[config.mk]
export PLATFORM = sky130hd
export DESIGN_NAME = fpClassTop
export DESIGN_NICKNAME = d
export VERILOG_FILES = /design/src/fpClassPkg.sv /design/src/fpDecompIf.sv /design/src/fpClassTop.sv /design/src/fpApbRegs.sv /design/src/fpCompare.sv /design/src/fpDecompReg.sv
export VERILOG_INCLUDE_DIRS = /design/src
export SDC_FILE = /design/constraint.sdc
export NUM_CORES = 1
export LEC_CHECK = 0
export BUFFER_PORTS_ARGS = -buffer_cell sky130_fd_sc_hd__buf_4
export CORE_MARGIN = 4
export CORE_UTILIZATION = 54
export DETAILED_ROUTE_END_ITERATION = 16
export GPL_ROUTABILITY_DRIVEN = 0
export PLACE_DENSITY = 0.81
export SLEW_MARGIN = 20
export SYNTH_ARGS = -nofsm -noshare
export SYNTH_HDL_FRONTEND = slang
export SYNTH_SLANG_ARGS = --single-unit
[constraint.sdc]
create_clock -name clk -period 1.8 [get_ports clk]
set_input_delay 0.27 -clock clk [delete_from_list [all_inputs] [get_ports clk]]
set_output_delay 0.27 -clock clk [all_outputs]
set_load 0.01 [all_outputs]
[src/fpClass_defines.svh]
// ==============================
// fpClass shared constants
// operand field widths, APB address
// width and the register map
// ==============================
`ifndef FPCLASS_DEFINES_SVH
`define FPCLASS_DEFINES_SVH

// single precision layout
`define FP_WIDTH       32
`define FP_EXP_WIDTH   8
`define FP_MAN_WIDTH   23

`define APB_ADDR_WIDTH 5  // byte address into the register block
`define CLASS_WIDTH    10 // one-hot fclass vector

// register offsets
`define REG_OPA        5'h00 // operand A, rw
`define REG_OPB        5'h04 // operand B, rw
`define REG_CTRL       5'h08 // bit 0 starts, reads 0
`define REG_CLASSA     5'h0C // class of A, ro
`define REG_CLASSB     5'h10 // class of B, ro
`define REG_STATUS     5'h14 // done/eq/lt/unordered/invalid, ro

`endif
[src/fpClassPkg.sv]
// ==============================
// fpClass types
// vector typedefs shared by the
// design and the APB decode enum
// ==============================
`include "fpClass_defines.svh"

package fpClassPkg;

	// ==============================
	// data widths
	// ==============================
	typedef logic [`FP_WIDTH-1:0]       fpWord;  // raw IEEE-754 single
	typedef logic [`FP_EXP_WIDTH-1:0]   fpExp;   // biased exponent
	typedef logic [`FP_MAN_WIDTH-1:0]   fpMan;   // stored fraction, no hidden bit

	// one-hot class, bit order
	// 0 -inf, 1 -norm, 2 -subnorm, 3 -0
	// 4 +0, 5 +subnorm, 6 +norm, 7 +inf
	// 8 sNaN, 9 qNaN
	typedef logic [`CLASS_WIDTH-1:0]    fpClass;

	// ==============================
	// bus side
	// ==============================
	typedef logic [`APB_ADDR_WIDTH-1:0] apbAddr;

	// register selected by paddr
	typedef enum logic [2:0] {
		selOpA,
		selOpB,
		selCtrl,
		selClassA,
		selClassB,
		selStatus,
		selNone    // unmapped or unaligned offset
	} regSel;

endpackage

[src/fpDecompIf.sv]
// ==============================
// decomposed operand bundle
// fields and special-value flags
// of one single-precision word
// ==============================
`timescale 1ns/1ps

interface fpDecompIf;

	logic             sgn;   // sign bit
	fpClassPkg::fpExp exp;   // biased exponent
	fpClassPkg::fpMan man;   // fraction field
	logic             xz;    // exponent is zero
	logic             mz;    // mantissa is zero
	logic             vz;    // value is zero, either sign
	logic             inf;   // all ones exponent and zero mantissa
	logic             qnan;  // quiet NaN
	logic             snan;  // signalling NaN
	logic             nan;   // any NaN

	// driven by the decomposition register
	modport src (
		output sgn,
		output exp,
		output man,
		output xz,
		output mz,
		output vz,
		output inf,
		output qnan,
		output snan,
		output nan
	);

	// consumed by the compare stage
	modport dst (
		input sgn,
		input exp,
		input man,
		input xz,
		input mz,
		input vz,
		input inf,
		input qnan,
		input snan,
		input nan
	);

endinterface

[src/fpClassTop.sv]
// ==============================
// fp classify/compare unit top
// APB registers feeding two
// decomposition stages and the
// classify/compare stage
// ==============================
`timescale 1ns/1ps

module fpClassTop (
	input  logic               clk,
	input  logic               reset,
	input  fpClassPkg::apbAddr paddr,
	input  logic               psel,
	input  logic               penable,
	input  logic               pwrite,
	input  fpClassPkg::fpWord  pwdata,
	output fpClassPkg::fpWord  prdata,
	output logic               pready,
	output logic               pslverr
);

	fpClassPkg::fpWord  opA;
	fpClassPkg::fpWord  opB;
	logic               start;
	logic               startD;     // start aligned with the decomposed operands
	fpClassPkg::fpClass classA;
	fpClassPkg::fpClass classB;
	logic               eq;
	logic               lt;
	logic               unordered;
	logic               invalid;
	logic               resultValid;

	fpDecompIf decA ();
	fpDecompIf decB ();

	// decomposition adds one cycle so the valid pulse follows it
	always_ff @(posedge clk) begin
		if (reset)
			startD <= 1'b0;
		else
			startD <= start;
	end

	fpApbRegs regsInst (
		.clk(clk), .reset(reset),
		.paddr(paddr), .psel(psel), .penable(penable), .pwrite(pwrite),
		.pwdata(pwdata), .prdata(prdata), .pready(pready), .pslverr(pslverr),
		.opA(opA), .opB(opB), .start(start),
		.classA(classA), .classB(classB),
		.eq(eq), .lt(lt), .unordered(unordered), .invalid(invalid),
		.resultValid(resultValid)
	);

	fpDecompReg decRegA (.clk(clk), .reset(reset), .ce(start), .i(opA), .dec(decA));
	fpDecompReg decRegB (.clk(clk), .reset(reset), .ce(start), .i(opB), .dec(decB));

	fpCompare compareInst (
		.clk(clk), .reset(reset), .startIn(startD),
		.a(decA), .b(decB),
		.classA(classA), .classB(classB),
		.eq(eq), .lt(lt), .unordered(unordered), .invalid(invalid),
		.resultValid(resultValid)
	);

endmodule

[src/fpApbRegs.sv]
// ==============================
// APB register block
// operand, control, class and
// status registers, launches the
// classify pipeline, no wait states
// ==============================
`timescale 1ns/1ps
`include "fpClass_defines.svh"

module fpApbRegs (
	input  logic               clk,
	input  logic               reset,
	input  fpClassPkg::apbAddr paddr,
	input  logic               psel,
	input  logic               penable,
	input  logic               pwrite,
	input  fpClassPkg::fpWord  pwdata,
	output fpClassPkg::fpWord  prdata,
	output logic               pready,
	output logic               pslverr,
	output fpClassPkg::fpWord  opA,
	output fpClassPkg::fpWord  opB,
	output logic               start,
	input  fpClassPkg::fpClass classA,
	input  fpClassPkg::fpClass classB,
	input  logic               eq,
	input  logic               lt,
	input  logic               unordered,
	input  logic               invalid,
	input  logic               resultValid
);

	fpClassPkg::regSel  sel;
	logic               setupPh;     // psel without penable
	logic               accessPh;    // psel with penable
	logic               readOnly;
	logic               badAccess;
	logic               wrEn;
	fpClassPkg::fpClass classAReg;
	fpClassPkg::fpClass classBReg;
	logic               eqReg;
	logic               ltReg;
	logic               unorderedReg;
	logic               invalidReg;
	logic               doneReg;
	fpClassPkg::fpClass classAView;
	fpClassPkg::fpClass classBView;
	logic [4:0]         statusView;  // invalid, unordered, lt, eq, done
	fpClassPkg::fpWord  rdMux;

	// ==============================
	// decode and error
	// ==============================
	always_comb begin
		case (paddr)
			`REG_OPA:    sel = fpClassPkg::selOpA;
			`REG_OPB:    sel = fpClassPkg::selOpB;
			`REG_CTRL:   sel = fpClassPkg::selCtrl;
			`REG_CLASSA: sel = fpClassPkg::selClassA;
			`REG_CLASSB: sel = fpClassPkg::selClassB;
			`REG_STATUS: sel = fpClassPkg::selStatus;
			default:     sel = fpClassPkg::selNone;
		endcase
	end

	assign setupPh   = psel & ~penable;
	assign accessPh  = psel & penable;
	assign readOnly  = (sel == fpClassPkg::selClassA) | (sel == fpClassPkg::selClassB) |
		(sel == fpClassPkg::selStatus);
	assign badAccess = (sel == fpClassPkg::selNone) | (pwrite & readOnly);
	assign wrEn      = accessPh & pwrite & ~badAccess;  // bad writes change nothing
	assign pslverr   = accessPh & badAccess;
	assign pready    = 1'b1;

	// results bypass the latch during the cycle they arrive
	assign classAView = resultValid ? classA : classAReg;
	assign classBView = resultValid ? classB : classBReg;
	assign statusView = resultValid ? {invalid, unordered, lt, eq, 1'b1} :
		{invalidReg, unorderedReg, ltReg, eqReg, doneReg};

	always_comb begin
		rdMux = '0;  // CTRL and unmapped read as zero
		case (sel)
			fpClassPkg::selOpA:    rdMux = opA;
			fpClassPkg::selOpB:    rdMux = opB;
			fpClassPkg::selClassA: rdMux = {{(`FP_WIDTH-`CLASS_WIDTH){1'b0}}, classAView};
			fpClassPkg::selClassB: rdMux = {{(`FP_WIDTH-`CLASS_WIDTH){1'b0}}, classBView};
			fpClassPkg::selStatus: rdMux = {{(`FP_WIDTH-5){1'b0}}, statusView};
			default:               rdMux = '0;
		endcase
	end

	// ==============================
	// registers
	// ==============================
	always_ff @(posedge clk) begin
		if (reset) begin
			opA          <= '0;
			opB          <= '0;
			start        <= 1'b0;
			prdata       <= '0;
			classAReg    <= '0;
			classBReg    <= '0;
			eqReg        <= 1'b0;
			ltReg        <= 1'b0;
			unorderedReg <= 1'b0;
			invalidReg   <= 1'b0;
			doneReg      <= 1'b0;
		end else begin
			start <= 1'b0;  // single cycle pulse
			if (wrEn && sel == fpClassPkg::selOpA)
				opA <= pwdata;
			if (wrEn && sel == fpClassPkg::selOpB)
				opB <= pwdata;
			if (resultValid) begin
				classAReg    <= classA;
				classBReg    <= classB;
				eqReg        <= eq;
				ltReg        <= lt;
				unorderedReg <= unordered;
				invalidReg   <= invalid;
				doneReg      <= 1'b1;
			end
			// a new start wins over an older result landing
			if (wrEn && sel == fpClassPkg::selCtrl && pwdata[0]) begin
				start   <= 1'b1;
				doneReg <= 1'b0;
			end
			if (setupPh && !pwrite)
				prdata <= rdMux;  // held through the access phase
		end
	end

	// APB protocol, no access phase without select
	penableNeedsPsel: assert property (
		@(posedge clk) disable iff (reset)
		penable |-> psel
	);

endmodule

[src/fpCompare.sv]
// ==============================
// classify and compare stage
// fclass of both operands and the
// IEEE ordered comparison, one
// register stage behind startIn
// ==============================
`timescale 1ns/1ps
`include "fpClass_defines.svh"

module fpCompare (
	input  logic               clk,
	input  logic               reset,
	input  logic               startIn,
	fpDecompIf.dst             a,
	fpDecompIf.dst             b,
	output fpClassPkg::fpClass classA,
	output fpClassPkg::fpClass classB,
	output logic               eq,
	output logic               lt,
	output logic               unordered,
	output logic               invalid,
	output logic               resultValid
);

	// magnitude as exponent then fraction, orders like an unsigned int
	logic [`FP_EXP_WIDTH+`FP_MAN_WIDTH-1:0] magA;
	logic [`FP_EXP_WIDTH+`FP_MAN_WIDTH-1:0] magB;
	logic magEq;
	logic magLt;
	logic anyNan;
	logic anySnan;
	logic bothZero;
	logic eqNext;
	logic ltNext;

	// one-hot class from the decomposed flags
	function automatic fpClassPkg::fpClass classOf(input logic sgn, input logic xz,
			input logic mz, input logic vz, input logic inf, input logic snan,
			input logic nan);
		fpClassPkg::fpClass c;
		c = '0;
		if (nan)
			c[snan ? 8 : 9] = 1'b1;       // sign ignored for NaNs
		else if (inf)
			c[sgn ? 0 : 7] = 1'b1;
		else if (vz)
			c[sgn ? 3 : 4] = 1'b1;
		else if (xz && !mz)
			c[sgn ? 2 : 5] = 1'b1;        // subnormal
		else
			c[sgn ? 1 : 6] = 1'b1;        // normal
		return c;
	endfunction

	// ==============================
	// ordered comparison
	// ==============================
	assign magA     = {a.exp, a.man};
	assign magB     = {b.exp, b.man};
	assign magEq    = (magA == magB);
	assign magLt    = (magA < magB);
	assign anyNan   = a.nan | b.nan;
	assign anySnan  = a.snan | b.snan;
	assign bothZero = a.vz & b.vz;   // -0 == +0

	assign eqNext = ~anyNan & (bothZero | ((a.sgn == b.sgn) & magEq));
	assign ltNext = ~anyNan & ~bothZero & (
		(a.sgn & ~b.sgn) |                  // negative below positive
		(~a.sgn & ~b.sgn & magLt) |         // both positive
		(a.sgn & b.sgn & ~magEq & ~magLt)   // both negative, larger magnitude is smaller
	);

	always_ff @(posedge clk) begin
		if (reset) begin
			classA      <= '0;
			classB      <= '0;
			eq          <= 1'b0;
			lt          <= 1'b0;
			unordered   <= 1'b0;
			invalid     <= 1'b0;
			resultValid <= 1'b0;
		end else begin
			resultValid <= startIn;  // one cycle behind the stage enable
			if (startIn) begin
				classA    <= classOf(a.sgn, a.xz, a.mz, a.vz, a.inf, a.snan, a.nan);
				classB    <= classOf(b.sgn, b.xz, b.mz, b.vz, b.inf, b.snan, b.nan);
				eq        <= eqNext;
				lt        <= ltNext;
				unordered <= anyNan;
				invalid   <= anySnan;
			end
		end
	end

	// a finished result always carries exactly one class per operand
	classOneHot: assert property (
		@(posedge clk) disable iff (reset)
		resultValid |-> ($onehot(classA) && $onehot(classB))
	);

endmodule

[src/fpDecompReg.sv]
// ==============================
// operand decomposition stage
// splits a single-precision word
// into fields and flags, one
// register stage, enabled by ce
// ==============================
`timescale 1ns/1ps
`include "fpClass_defines.svh"

module fpDecompReg (
	input  logic              clk,
	input  logic              reset,
	input  logic              ce,
	input  fpClassPkg::fpWord i,
	fpDecompIf.src            dec
);

	// fields of the incoming word
	logic             iSgn;
	fpClassPkg::fpExp iExp;
	fpClassPkg::fpMan iMan;
	logic             iXz;
	logic             iMz;
	logic             iMaxExp;  // exponent all ones
	logic             iQuietBit;

	assign iSgn      = i[`FP_WIDTH-1];
	assign iExp      = i[`FP_WIDTH-2 -: `FP_EXP_WIDTH];
	assign iMan      = i[`FP_MAN_WIDTH-1:0];
	assign iXz       = ~|iExp;           // zero or subnormal
	assign iMz       = ~|iMan;
	assign iMaxExp   = &iExp;            // inf or NaN
	assign iQuietBit = iMan[`FP_MAN_WIDTH-1]; // top fraction bit marks quiet

	// ==============================
	// register stage
	// ==============================
	always_ff @(posedge clk) begin
		if (reset) begin
			dec.sgn  <= 1'b0;
			dec.exp  <= '0;
			dec.man  <= '0;
			dec.xz   <= 1'b0;
			dec.mz   <= 1'b0;
			dec.vz   <= 1'b0;
			dec.inf  <= 1'b0;
			dec.qnan <= 1'b0;
			dec.snan <= 1'b0;
			dec.nan  <= 1'b0;
		end else if (ce) begin
			dec.sgn  <= iSgn;
			dec.exp  <= iExp;
			dec.man  <= iMan;
			dec.xz   <= iXz;
			dec.mz   <= iMz;
			dec.vz   <= iXz & iMz;                // +0 or -0
			dec.inf  <= iMaxExp & iMz;
			dec.qnan <= iMaxExp & iQuietBit;      // quiet bit implies non-zero man
			dec.snan <= iMaxExp & ~iQuietBit & ~iMz;
			dec.nan  <= iMaxExp & ~iMz;
		end
	end

	// special values are exclusive and nan is the union of the two NaN kinds
	specialFlagsConsistent: assert property (
		@(posedge clk) disable iff (reset)
		$onehot0({dec.inf, dec.qnan, dec.snan}) && (dec.nan == (dec.qnan | dec.snan))
	);

endmodule

==> impl_metrics.csv, run 1 <==
group,metric,value,unit
run_status,status,"finished with violations",
run_status,violations,"negative setup slack",
route,vias_per_cell,5.88,
synthesis,synth-seq-cells,224,
layout,mostFrequentLayoutCell,"dfxtp_1",
critical_path,r2r_cells,8,
synthesis,ys_warn_count,0,
floorplan,fp.dieH,140,um
worst_hold_path,whs_path_depth,3,
layout,area_growth_syn_to_layout,24.3,%
critical_path,end_kind,"flip-flop",
clocking,cts_root_buf,"clkbuf_16",
global_route,grt_start_max_net_pins,50,
sta,finalCritPeriodShare,1.06,
worst_hold_path,whs_endpoint,"regsInst.opB[10]",
layout,num_antenna_cells,0,
floorplan,rows,48,
global_route,grt_pass1_wl,41200,um
clocking,cts_tree,"built",
clocking,insertion_delay,0.53,ns
global_route,grt_pass1_vias,8293,
global_route,globalRouteTotalUtil,0.252,
critical_path,timing.rr.start,"decRegB.dec.man[8]",
route,wire_per_inst,18.4,um
power_and_ir_drop,finalPower,0.00974,W
synthesis,avgSynthCellArea,8.55,um2
global_route,use_met2,0.435,
global_route,antenna_found_initial,0,
layout,nets,1278,
critical_path,r2r_end,"compareInst.lt",
layout,drive_gt1_frac,0.195,
flow_run,cap_violations,0,
synthesis,postSynthCellCount,1103,
critical_path,start_kind,"flip-flop",
global_route,grt_use_met1,0.313,
synthesis,ys_types,46,
layout,regArea,4510,um2
critical_path,reg2reg_slack,-0.1,ns
layout,layout_common_cells,"dfxtp_1, nor2_1, nand2_1, buf_4, a21oi_1",
synthesis,async_flop_share,0,
clocking,clk_path_buf_depth,3,
sta,maxSlewViolCount,0,
clocking,clock-sinks,224,
critical_path,crit_chain,"inv_1 > ha_4 > a21oi_2 > o21ai_2 > a221oi_4 > a21oi_4 > o31a_1 > a211oi_2",
synthesis,seq_area_frac_synth,0.475,
route,drc,0,
critical_path,critPathKind,"reg2reg",
clocking,cts_made_buffers,23,
sta,min_period,1.90,ns
floorplan,start_util,0.547,
critical_path,slowest_delay,0.35,ns
synthesis,synth_edf_count,0,
global_route,use_met3,0.0478,
clocking,path_clk_slew,0.06,ns
synthesis,synth_ff_type,"dfxtp_1",
sta,fin_skew,0.0290,ns
global_route,grt_overflow_total,0,
worst_hold_path,min-delay-start,"pwdata[10]",
route,drt_iter0_markers,817,
critical_path,critPathSlowestCell,"dfxtp_1",
power_and_ir_drop,vdd_drop_max,625,uV
floorplan,fp.dieW,140,um
sta,timing.fmax,526,MHz
layout,postLayoutCoreUtil,0.680,
clocking,h-tree-depth,1,
critical_path,cp_data_arrival_time,2.35,ns
sta,setup_viol,2,
sta,hold_viol_final,0,
critical_path,crit_fanout,2,
synthesis,synth_area,9440,um2
floorplan,die-area,19700,um2
place,io_buffers,74,
floorplan,coreArea,17200,um2
synthesis,mappedNetlistNets,1179,
global_route,busiest_layer,"met2",
route,vias,8466,
layout,multi_input_area,4800,um2
power_and_ir_drop,power.density,831,nW/um2
route,antenna_left,0,
route,wirelength,26500,um
worst_hold_path,hold_class,"in2reg",
route,drtPass1Iterations,6,
place,post-dp-hpwl,16700,um
critical_path,crit_required,2.25,ns
layout,n_fill_cell,1222,
floorplan,io_pins,76,
sta,layout_setup_ws,-0.100,ns
power_and_ir_drop,p_leak,4.19,nW
sta,rsz0062_at_grt,"yes",
layer usage:
| layer | up-vias | share of wire |
|---|---|---|
| met5 | - | 0 |
| met4 | 0 | 0.030 |
| met3 | 74 | 0.073 |
| met2 | 341 | 0.50 |
| met1 | 4057 | 0.40 |
| li1 | 3994 | - |
through the flow:
stage                     TNS (ns)  setup slack, ns  cells  hold slack (ns)  area (um2)
after floorplan                  0           0.0284   1103            0.406        9440
after global placement      -0.207           -0.145   1393            0.445       10600
after detailed placement    -0.288           -0.183   1393            0.458       10600
after CTS                  -0.0519          -0.0519   1438         0.000596       11500
after global routing        -0.370           -0.178   1441           0.0110       11700
final                       -0.114           -0.100   1441          0.00591       11700
flip-flops by register name (all words and copies together), names as in the netlist, 8 cells and up:
register,flops
decRegA.dec.man,23
regsInst.opA,32
regsInst.classAReg,10
decRegB.dec.exp,8
regsInst.classBReg,10
decRegB.dec.man,23
compareInst.classA,10
compareInst.classB,10
regsInst.prdata,32
decRegA.dec.exp,8
regsInst.opB,32
what timing repair did:
item,4_1_cts,5_1_grt
hold buffers,5,2
pin swaps,17,15
setup buffers,1,1
gates resized for setup,27,39
endpoints found under the setup margin,2,8
hold endpoints to repair,7,2
gates cloned,0,0
cells in the mapped netlist (all sizes together), types with 13 or more instances:
| master | n | area (um2) |
|---|---|---|
| dfxtp | 224 | 4480 |
| nand4 | 15 | 93.8 |
| nand2 | 164 | 616 |
| nor4 | 16 | 100 |
| o22ai | 13 | 81.3 |
| nand3 | 14 | 70.1 |
| nor2 | 177 | 664 |
| buf | 37 | 225 |
| a22oi | 30 | 225 |
| ha | 34 | 425 |
| mux2i | 90 | 901 |
| inv | 35 | 131 |
| clkbuf | 35 | 133 |
| a21oi | 128 | 641 |
power by group:
part	internal [W]	leakage, nW	switching [W]
sequential	0.00496	1.81	0.000000805
combinational	0.000123	2.03	0.000169
clock	0.00256	0.352	0.00194
final cells by class:
type                    count  area share
clock inverters             6     0.00341
flip-flops and latches    224       0.384
well taps                 225      0.0240
inverters                  37      0.0118
multi-input cells         770       0.410
clock buffers              33      0.0566
repair buffers            146       0.110
critical path, delay by kind of cell (launching register included):
family,cells,cell delay (ns)
AOI/OAI and AO/OA,6,1.15
adders and majority gates,1,0.25
buffers and inverters,1,0.08
DFF,1,0.35
worst max path at each step:
stage | startpoint | endpoint | slack (ns) | depth (start not counted)
final | decRegB.dec.man[8] | compareInst.lt | -0.1 | 8
after global routing | decRegB.dec.man[8] | compareInst.lt | -0.18 | 8
after CTS | decRegB.dec.man[8] | compareInst.lt | -0.05 | 8
after detailed placement | decRegB.dec.man[10] | compareInst.lt | -0.18 | 8
after global placement | decRegB.dec.man[10] | compareInst.lt | -0.15 | 8
after floorplan | decRegB.dec.exp[5] | compareInst.lt | 0.03 | 7
cell families (layout without fill, tap and decap cells):
group,count (synthesis),in the layout,share of synthesized area
AO/OA/AOI/OAI,216,216,0.137
adder cells (fa/ha/maj),34,34,0.0451
buffers and inverters,109,222,0.0526
flip-flops,224,224,0.475
multiplexers,90,90,0.0955
other,1,1,0.000397
AND/OR/NAND/NOR,429,429,0.195
No activity file was read; power rests on OpenSTA's default activity.
==> run 2: changes to the inputs <==
--- a/config.mk
+++ b/config.mk
@@ -15,4 +15,5 @@
 export SLEW_MARGIN = 20
 export SYNTH_ARGS = -nofsm -noshare
 export SYNTH_HDL_FRONTEND = slang
+export SYNTH_HIERARCHICAL = 1
 export SYNTH_SLANG_ARGS = --single-unit
==> run 2 against run 1 <==
- the run still ends with negative setup slack left
- highest routed layer unchanged
- sequential power about the same
- critical path type unchanged
- combinational power grew 11%
- clock-buffer cell count decreased by 2
- worst hold slack improved by 0.012 ns
- largest cell class unchanged
- utilization hardly changed
- critical path depth unchanged
- synthesized area grew 3.4%
- via count is 3.0% lower
- non-clock buffer count unchanged
- global-route usage down 0.17 points
==> impl_metrics.csv, run 2 <==
group,metric,value,unit
clocking,clk_path_buf_depth,3,
global_route,grt_overflow_total,0,
floorplan,coreArea,17500,um2
sta,timing.fmax,546,MHz
synthesis,postSynthCellCount,1093,
layout,nets,1270,
floorplan,fp.dieW,142,um
clocking,postCtsHoldBufs,0,
critical_path,critPathKind,"reg2reg",
route,antenna_left,0,
power_and_ir_drop,swShare,0.213,
route,vias,8216,
global_route,grt_start_max_net_pins,92,
layout,drive_gt1_frac,0.224,
sta,max_slew.worst_pin.slew,0.703,ns
critical_path,end_kind,"flip-flop",
route,drt_iter0_markers,598,
sta,layout_setup_ws,-0.0313,ns
power_and_ir_drop,p_leak,4.33,nW
sta,rsz0062_at_grt,"yes",
power_and_ir_drop,power.internal,0.00811,W
place,place_inst,1392,
clocking,h-tree-depth,1,
critical_path,timing.rr.start,"decRegB/dec.man[9]",
power_and_ir_drop,seqPwrFrac,0.481,
synthesis,avgSynthCellArea,8.92,um2
sta,slew_headroom,0.531,
flow_run,cap_violations,0,
global_route,grt_pass1_wl,41300,um
worst_hold_path,min-delay-start,"pwdata[12]",
floorplan,io_pins,76,
floorplan,rows,48,
sta,min_period,1.83,ns
clocking,cts_root_buf,"clkbuf_16",
synthesis,mappedNetlistNets,1169,
sta,finalCritPeriodShare,1.02,
critical_path,crit_fanout,2,
power_and_ir_drop,power.density,867,nW/um2
sta,fin_tns_setup,-0.0313,ns
power_and_ir_drop,finalPower,0.0103,W
sta,setup_viol,1,
power_and_ir_drop,power.switching,0.00220,W
power_and_ir_drop,vdd_drop_max,709,uV
synthesis,ys_warn_count,6,
clocking,insertion_delay,0.51,ns
clocking,path_clk_slew,0.07,ns
place,post-dp-hpwl,17100,um
floorplan,fp.dieH,142,um
sta,hold_viol_final,0,
route,vias_per_cell,5.73,
worst_hold_path,hold_class,"in2reg",
layout,layout_common_cells,"dfxtp_1, nand2_1, nor2_1, buf_4, mux2i_1",
power_and_ir_drop,share_comb_of_total_power,0.031,
clocking,cts_made_buffers,23,
sta,holdWs,0.0184,ns
clocking,clock-sinks,224,
power_and_ir_drop,power_frac_clock,0.488,
global_route,grt_pass1_vias,8057,
layout,top_regs,"regsInst/opA x32, regsInst/opB x32, regsInst/prdata x32",
route,wirelength,25900,um
floorplan,die-area,20300,um2
critical_path,cp_data_arrival_time,2.27,ns
run_status,violations,"negative setup slack",
critical_path,start_kind,"flip-flop",
route,drc,0,
floorplan,start_util,0.558,
critical_path,startpoint,"decRegB/dec.man[9]",
layout,area_growth_syn_to_layout,21.9,%
route,wire_per_inst,18.0,um
layout,mostFrequentLayoutCell,"dfxtp_1",
global_route,globalRouteTotalUtil,0.250,
run_status,status,"finished with violations",
route,drtPass1Iterations,5,
layout,num_antenna_cells,0,
place,io_buffers,74,
sta,fin_skew,0.0120,ns
global_route,antenna_found_initial,0,
synthesis,synth_area,9750,um2
clocking,cts_tree,"built",
sta,maxSlewViolCount,0,
critical_path,crit_required,2.24,ns
layout,final_cell_count_no_fill,1435,
run 2: through the flow:
step	area, um2	utilization	setup slack, ns
final	11900	0.680	-0.0313
after global placement	10900	0.624	-0.0272
after global routing	11900	0.680	-0.168
after floorplan	9770	-	-0.00704
after detailed placement	10900	0.624	-0.0522
after CTS	11800	0.677	-0.00796
run 2: power by group through the flow:
| stage | logic [W] | clock network, W | registers (W) |
|---|---|---|---|
| floorplan | 0.000162 | 0 | 0.00507 |
| global placement | 0.000320 | 0 | 0.00507 |
| detailed placement | 0.000320 | 0 | 0.00507 |
| CTS | 0.000321 | 0.00508 | 0.00496 |
| global route | 0.000346 | 0.00528 | 0.00496 |
| finish | 0.000324 | 0.00503 | 0.00496 |
run 2: worst max-delay path, cell delays in order (launching register included):
cell and delay [ns]:
dfxtp_2 0.33, inv_2 0.04, ha_4 0.25, nand4_1 0.22
nor4_4 0.34, o31ai_1 0.12, a31oi_1 0.17, buf_4 0.13
mux2i_1 0.16
run 2: layout make-up:
type | instances | area (um2)
fillers | 1298 | 5590
multi-input cells | 756 | 4950
flip-flops and latches | 224 | 4490
repair buffers | 146 | 1200
clock buffers | 31 | 667
well taps | 225 | 282
inverters | 43 | 164
clock inverters | 10 | 134
run 2: per-layer routing:
layer	GRT usage	wire [um]
met1	0.326	11200
met2	0.424	12500
met3	0.0420	1390
met4	0.0845	824
met5	0	0
run 2: timing repair:
action	CTS	global route
setup endpoints to repair	5	3
pin swaps	10	3
setup buffers	2	0
gates resized for setup	22	7
run 2: path summary, 6_finish.rpt:
check,endpoint,slack [ns],cells after the start
setup / recovery,compareInst/lt,-0.03,8
hold / removal,regsInst/opB[12],0.02,3
setup reg to reg,compareInst/lt,-0.03,8
hold reg to reg,regsInst/prdata[2],0.47,2
==> run 3: changes to the inputs <==
--- a/config.mk
+++ b/config.mk
@@ -11,7 +11,7 @@
 export CORE_UTILIZATION = 54
 export DETAILED_ROUTE_END_ITERATION = 16
 export GPL_ROUTABILITY_DRIVEN = 0
-export PLACE_DENSITY = 0.81
+export PLACE_DENSITY = 0.76
 export SLEW_MARGIN = 20
 export SYNTH_ARGS = -nofsm -noshare
 export SYNTH_HDL_FRONTEND = slang
==> run 3 against run 2 <==
- critical endpoint unchanged
- die area is the same
- maximum frequency decreased by 6.3%
- non-clock buffer count is 8 higher
- wire length down 0.17%
- global-route usage is 0.071 points lower
- via count is 0.35% higher
- final cell count rose by 0.77%
- sequential cell count stayed put
- combinational power up 4%
- the run still ends with negative setup slack left
==> impl_metrics.csv, run 3 (synthesized netlist as in run 2, its figures left out) <==
group,metric,value,unit
route,vias_per_cell,5.70,
global_route,grt_start_max_net_pins,83,
worst_hold_path,hold_class,"in2reg",
sta,fin_tns_setup,-0.203,ns
clocking,cts_root_buf,"clkbuf_16",
clocking,cts_tree,"built",
clocking,path_clk_slew,0.06,ns
power_and_ir_drop,finalPower,0.0103,W
sta,timing.fmax,512,MHz
place,place_inst,1394,
layout,final_cell_count_no_fill,1446,
sta,min_period,1.95,ns
sta,max_slew.worst_pin.slew,0.693,ns
layout,layout_common_cells,"dfxtp_1, nand2_1, buf_4, nor2_1, mux2i_1",
place,io_buffers,74,
critical_path,start_kind,"flip-flop",
critical_path,cp.buffers_inverters,2,
route,wirelength,25800,um
power_and_ir_drop,power.density,861,nW/um2
critical_path,critPathKind,"reg2reg",
clocking,cts_made_buffers,24,
sta,slew_headroom,0.537,
sta,fin_skew,0.0129,ns
place,post-dp-hpwl,17300,um
critical_path,end_kind,"flip-flop",
layout,num_antenna_cells,0,
run_status,violations,"negative setup slack",
route,drtPass1Iterations,7,
global_route,globalRouteTotalUtil,0.250,
power_and_ir_drop,p_leak,4.37,nW
critical_path,crit_required,2.19,ns
sta,setup_viol,2,
layout,area_growth_syn_to_layout,22.2,%
global_route,grt_pass1_vias,8012,
floorplan,io_pins,76,
run_status,status,"finished with violations",
sta,hold_viol_final,0,
critical_path,crit_fanout,2,
route,vias,8245,
place,dp_slack,-0.265,ns
critical_path,crit_chain,"inv_1 > ha_1 > and4_1 > nor4b_2 > buf_4 > a21boi_1 > o21ai_1 > mux2i_1",
clocking,clock-sinks,224,
sta,layout_setup_ws,-0.155,ns
layout,mostFrequentLayoutCell,"dfxtp_1",
floorplan,die-area,20300,um2
sta,maxSlewViolCount,0,
critical_path,slowest_delay,0.34,ns
floorplan,fp.dieH,142,um
route,drt_iter0_markers,809,
route,drc,0,
flow_run,cap_violations,0,
global_route,antenna_found_initial,0,
global_route,grt_pass1_wl,41500,um
route,wire_per_inst,17.9,um
layout,n_fill_cell,1361,
floorplan,start_util,0.558,
critical_path,cp_top_family,"simple AND/OR/NAND/NOR gates",
clocking,clk_path_buf_depth,3,
layout,top_regs,"regsInst/opA x32, regsInst/opB x32, regsInst/prdata x32",
layout,nets,1279,
route,antenna_left,0,
layout,postLayoutCoreUtil,0.682,
global_route,grt_overflow_total,0,
clocking,h-tree-depth,1,
floorplan,coreArea,17500,um2
floorplan,rows,48,
clocking,insertion_delay,0.51,ns
critical_path,critPathSlowestCell,"dfxtp_1",
layout,drive_gt1_frac,0.219,
power_and_ir_drop,vdd_drop_max,562,uV
sta,finalCritPeriodShare,1.09,
sta,rsz0062_at_grt,"yes",
critical_path,cp_data_arrival_time,2.34,ns
floorplan,fp.dieW,142,um
==> run 3: changes by cell type in the layout (fill, tap and decap cells not counted), moves of 2 or more <==
| cell | change |
|---|---|
| dlygate4sd3_1 | +6 |
| clkbuf_1 | +2 |
| bufinv_16 | -2 |
| ha_1 | +4 |
| ha_4 | -4 |
| clkbuf_8 | +3 |
| clkinvlp_4 | -2 |
==> run 3: tightest hold or removal path, delay by kind of cell <==
kind	cells	cell delay, ns
buf+inv	1	0.11
compound gates	1	0.05
simple gates	1	0.04
==> run 3: per-stage QoR <==
stage | hold WS [ns] | instance area, um2
6_report | 0.0119 | 11900
5_1_grt | 0.00432 | 11900
2_1_floorplan | 0.334 | 9770
4_1_cts | 0.00190 | 11900
3_3_place_gp | 0.445 | 10900
3_5_place_dp | 0.449 | 10900
==> run 3: timing repair <==
action                     4_1_cts  5_1_grt
resized for setup               20        2
setup endpoints to repair        6        5
hold endpoints to repair         6        0
hold buffers                     6        0
buffers inserted                 1        1
pin swaps                       12        5
==> run 3: cell type report <==
cell class / count / area [um2] / share of cell area
clock buffer: 37 / 741 / 0.0621
clock inverter: 7 / 71.3 / 0.00598
inverter: 43 / 164 / 0.0137
multi-input combinational: 756 / 4880 / 0.410
sequential: 224 / 4490 / 0.377
tap: 225 / 282 / 0.0236
timing repair buffer: 154 / 1290 / 0.108
==> run 3: per-layer routing <==
layer  part of all wire  global-route usage
met4              0.028              0.0775
met1               0.44               0.339
met5                  0                   0
met3              0.058              0.0323
met2               0.48               0.417
==> run 3: report_power, final <==
part	total, W	internal [W]	leakage, nW	switching [W]
Combinational	0.000336	0.000133	2.16	0.000203
Clock	0.00497	0.00298	0.405	0.00199
Sequential	0.00496	0.00496	1.81	0.00000306
==> run 3: final timing paths <==
check	from	end	slack (ns)	cells after the start
max	decRegB/dec.exp[5]	compareInst/lt	-0.15	8
min	pwdata[17]	regsInst/opB[17]	0.01	3
max reg2reg	decRegB/dec.exp[5]	compareInst/lt	-0.15	8
min reg2reg	decRegB/dec.mz	decRegB/dec.mz	0.46	2
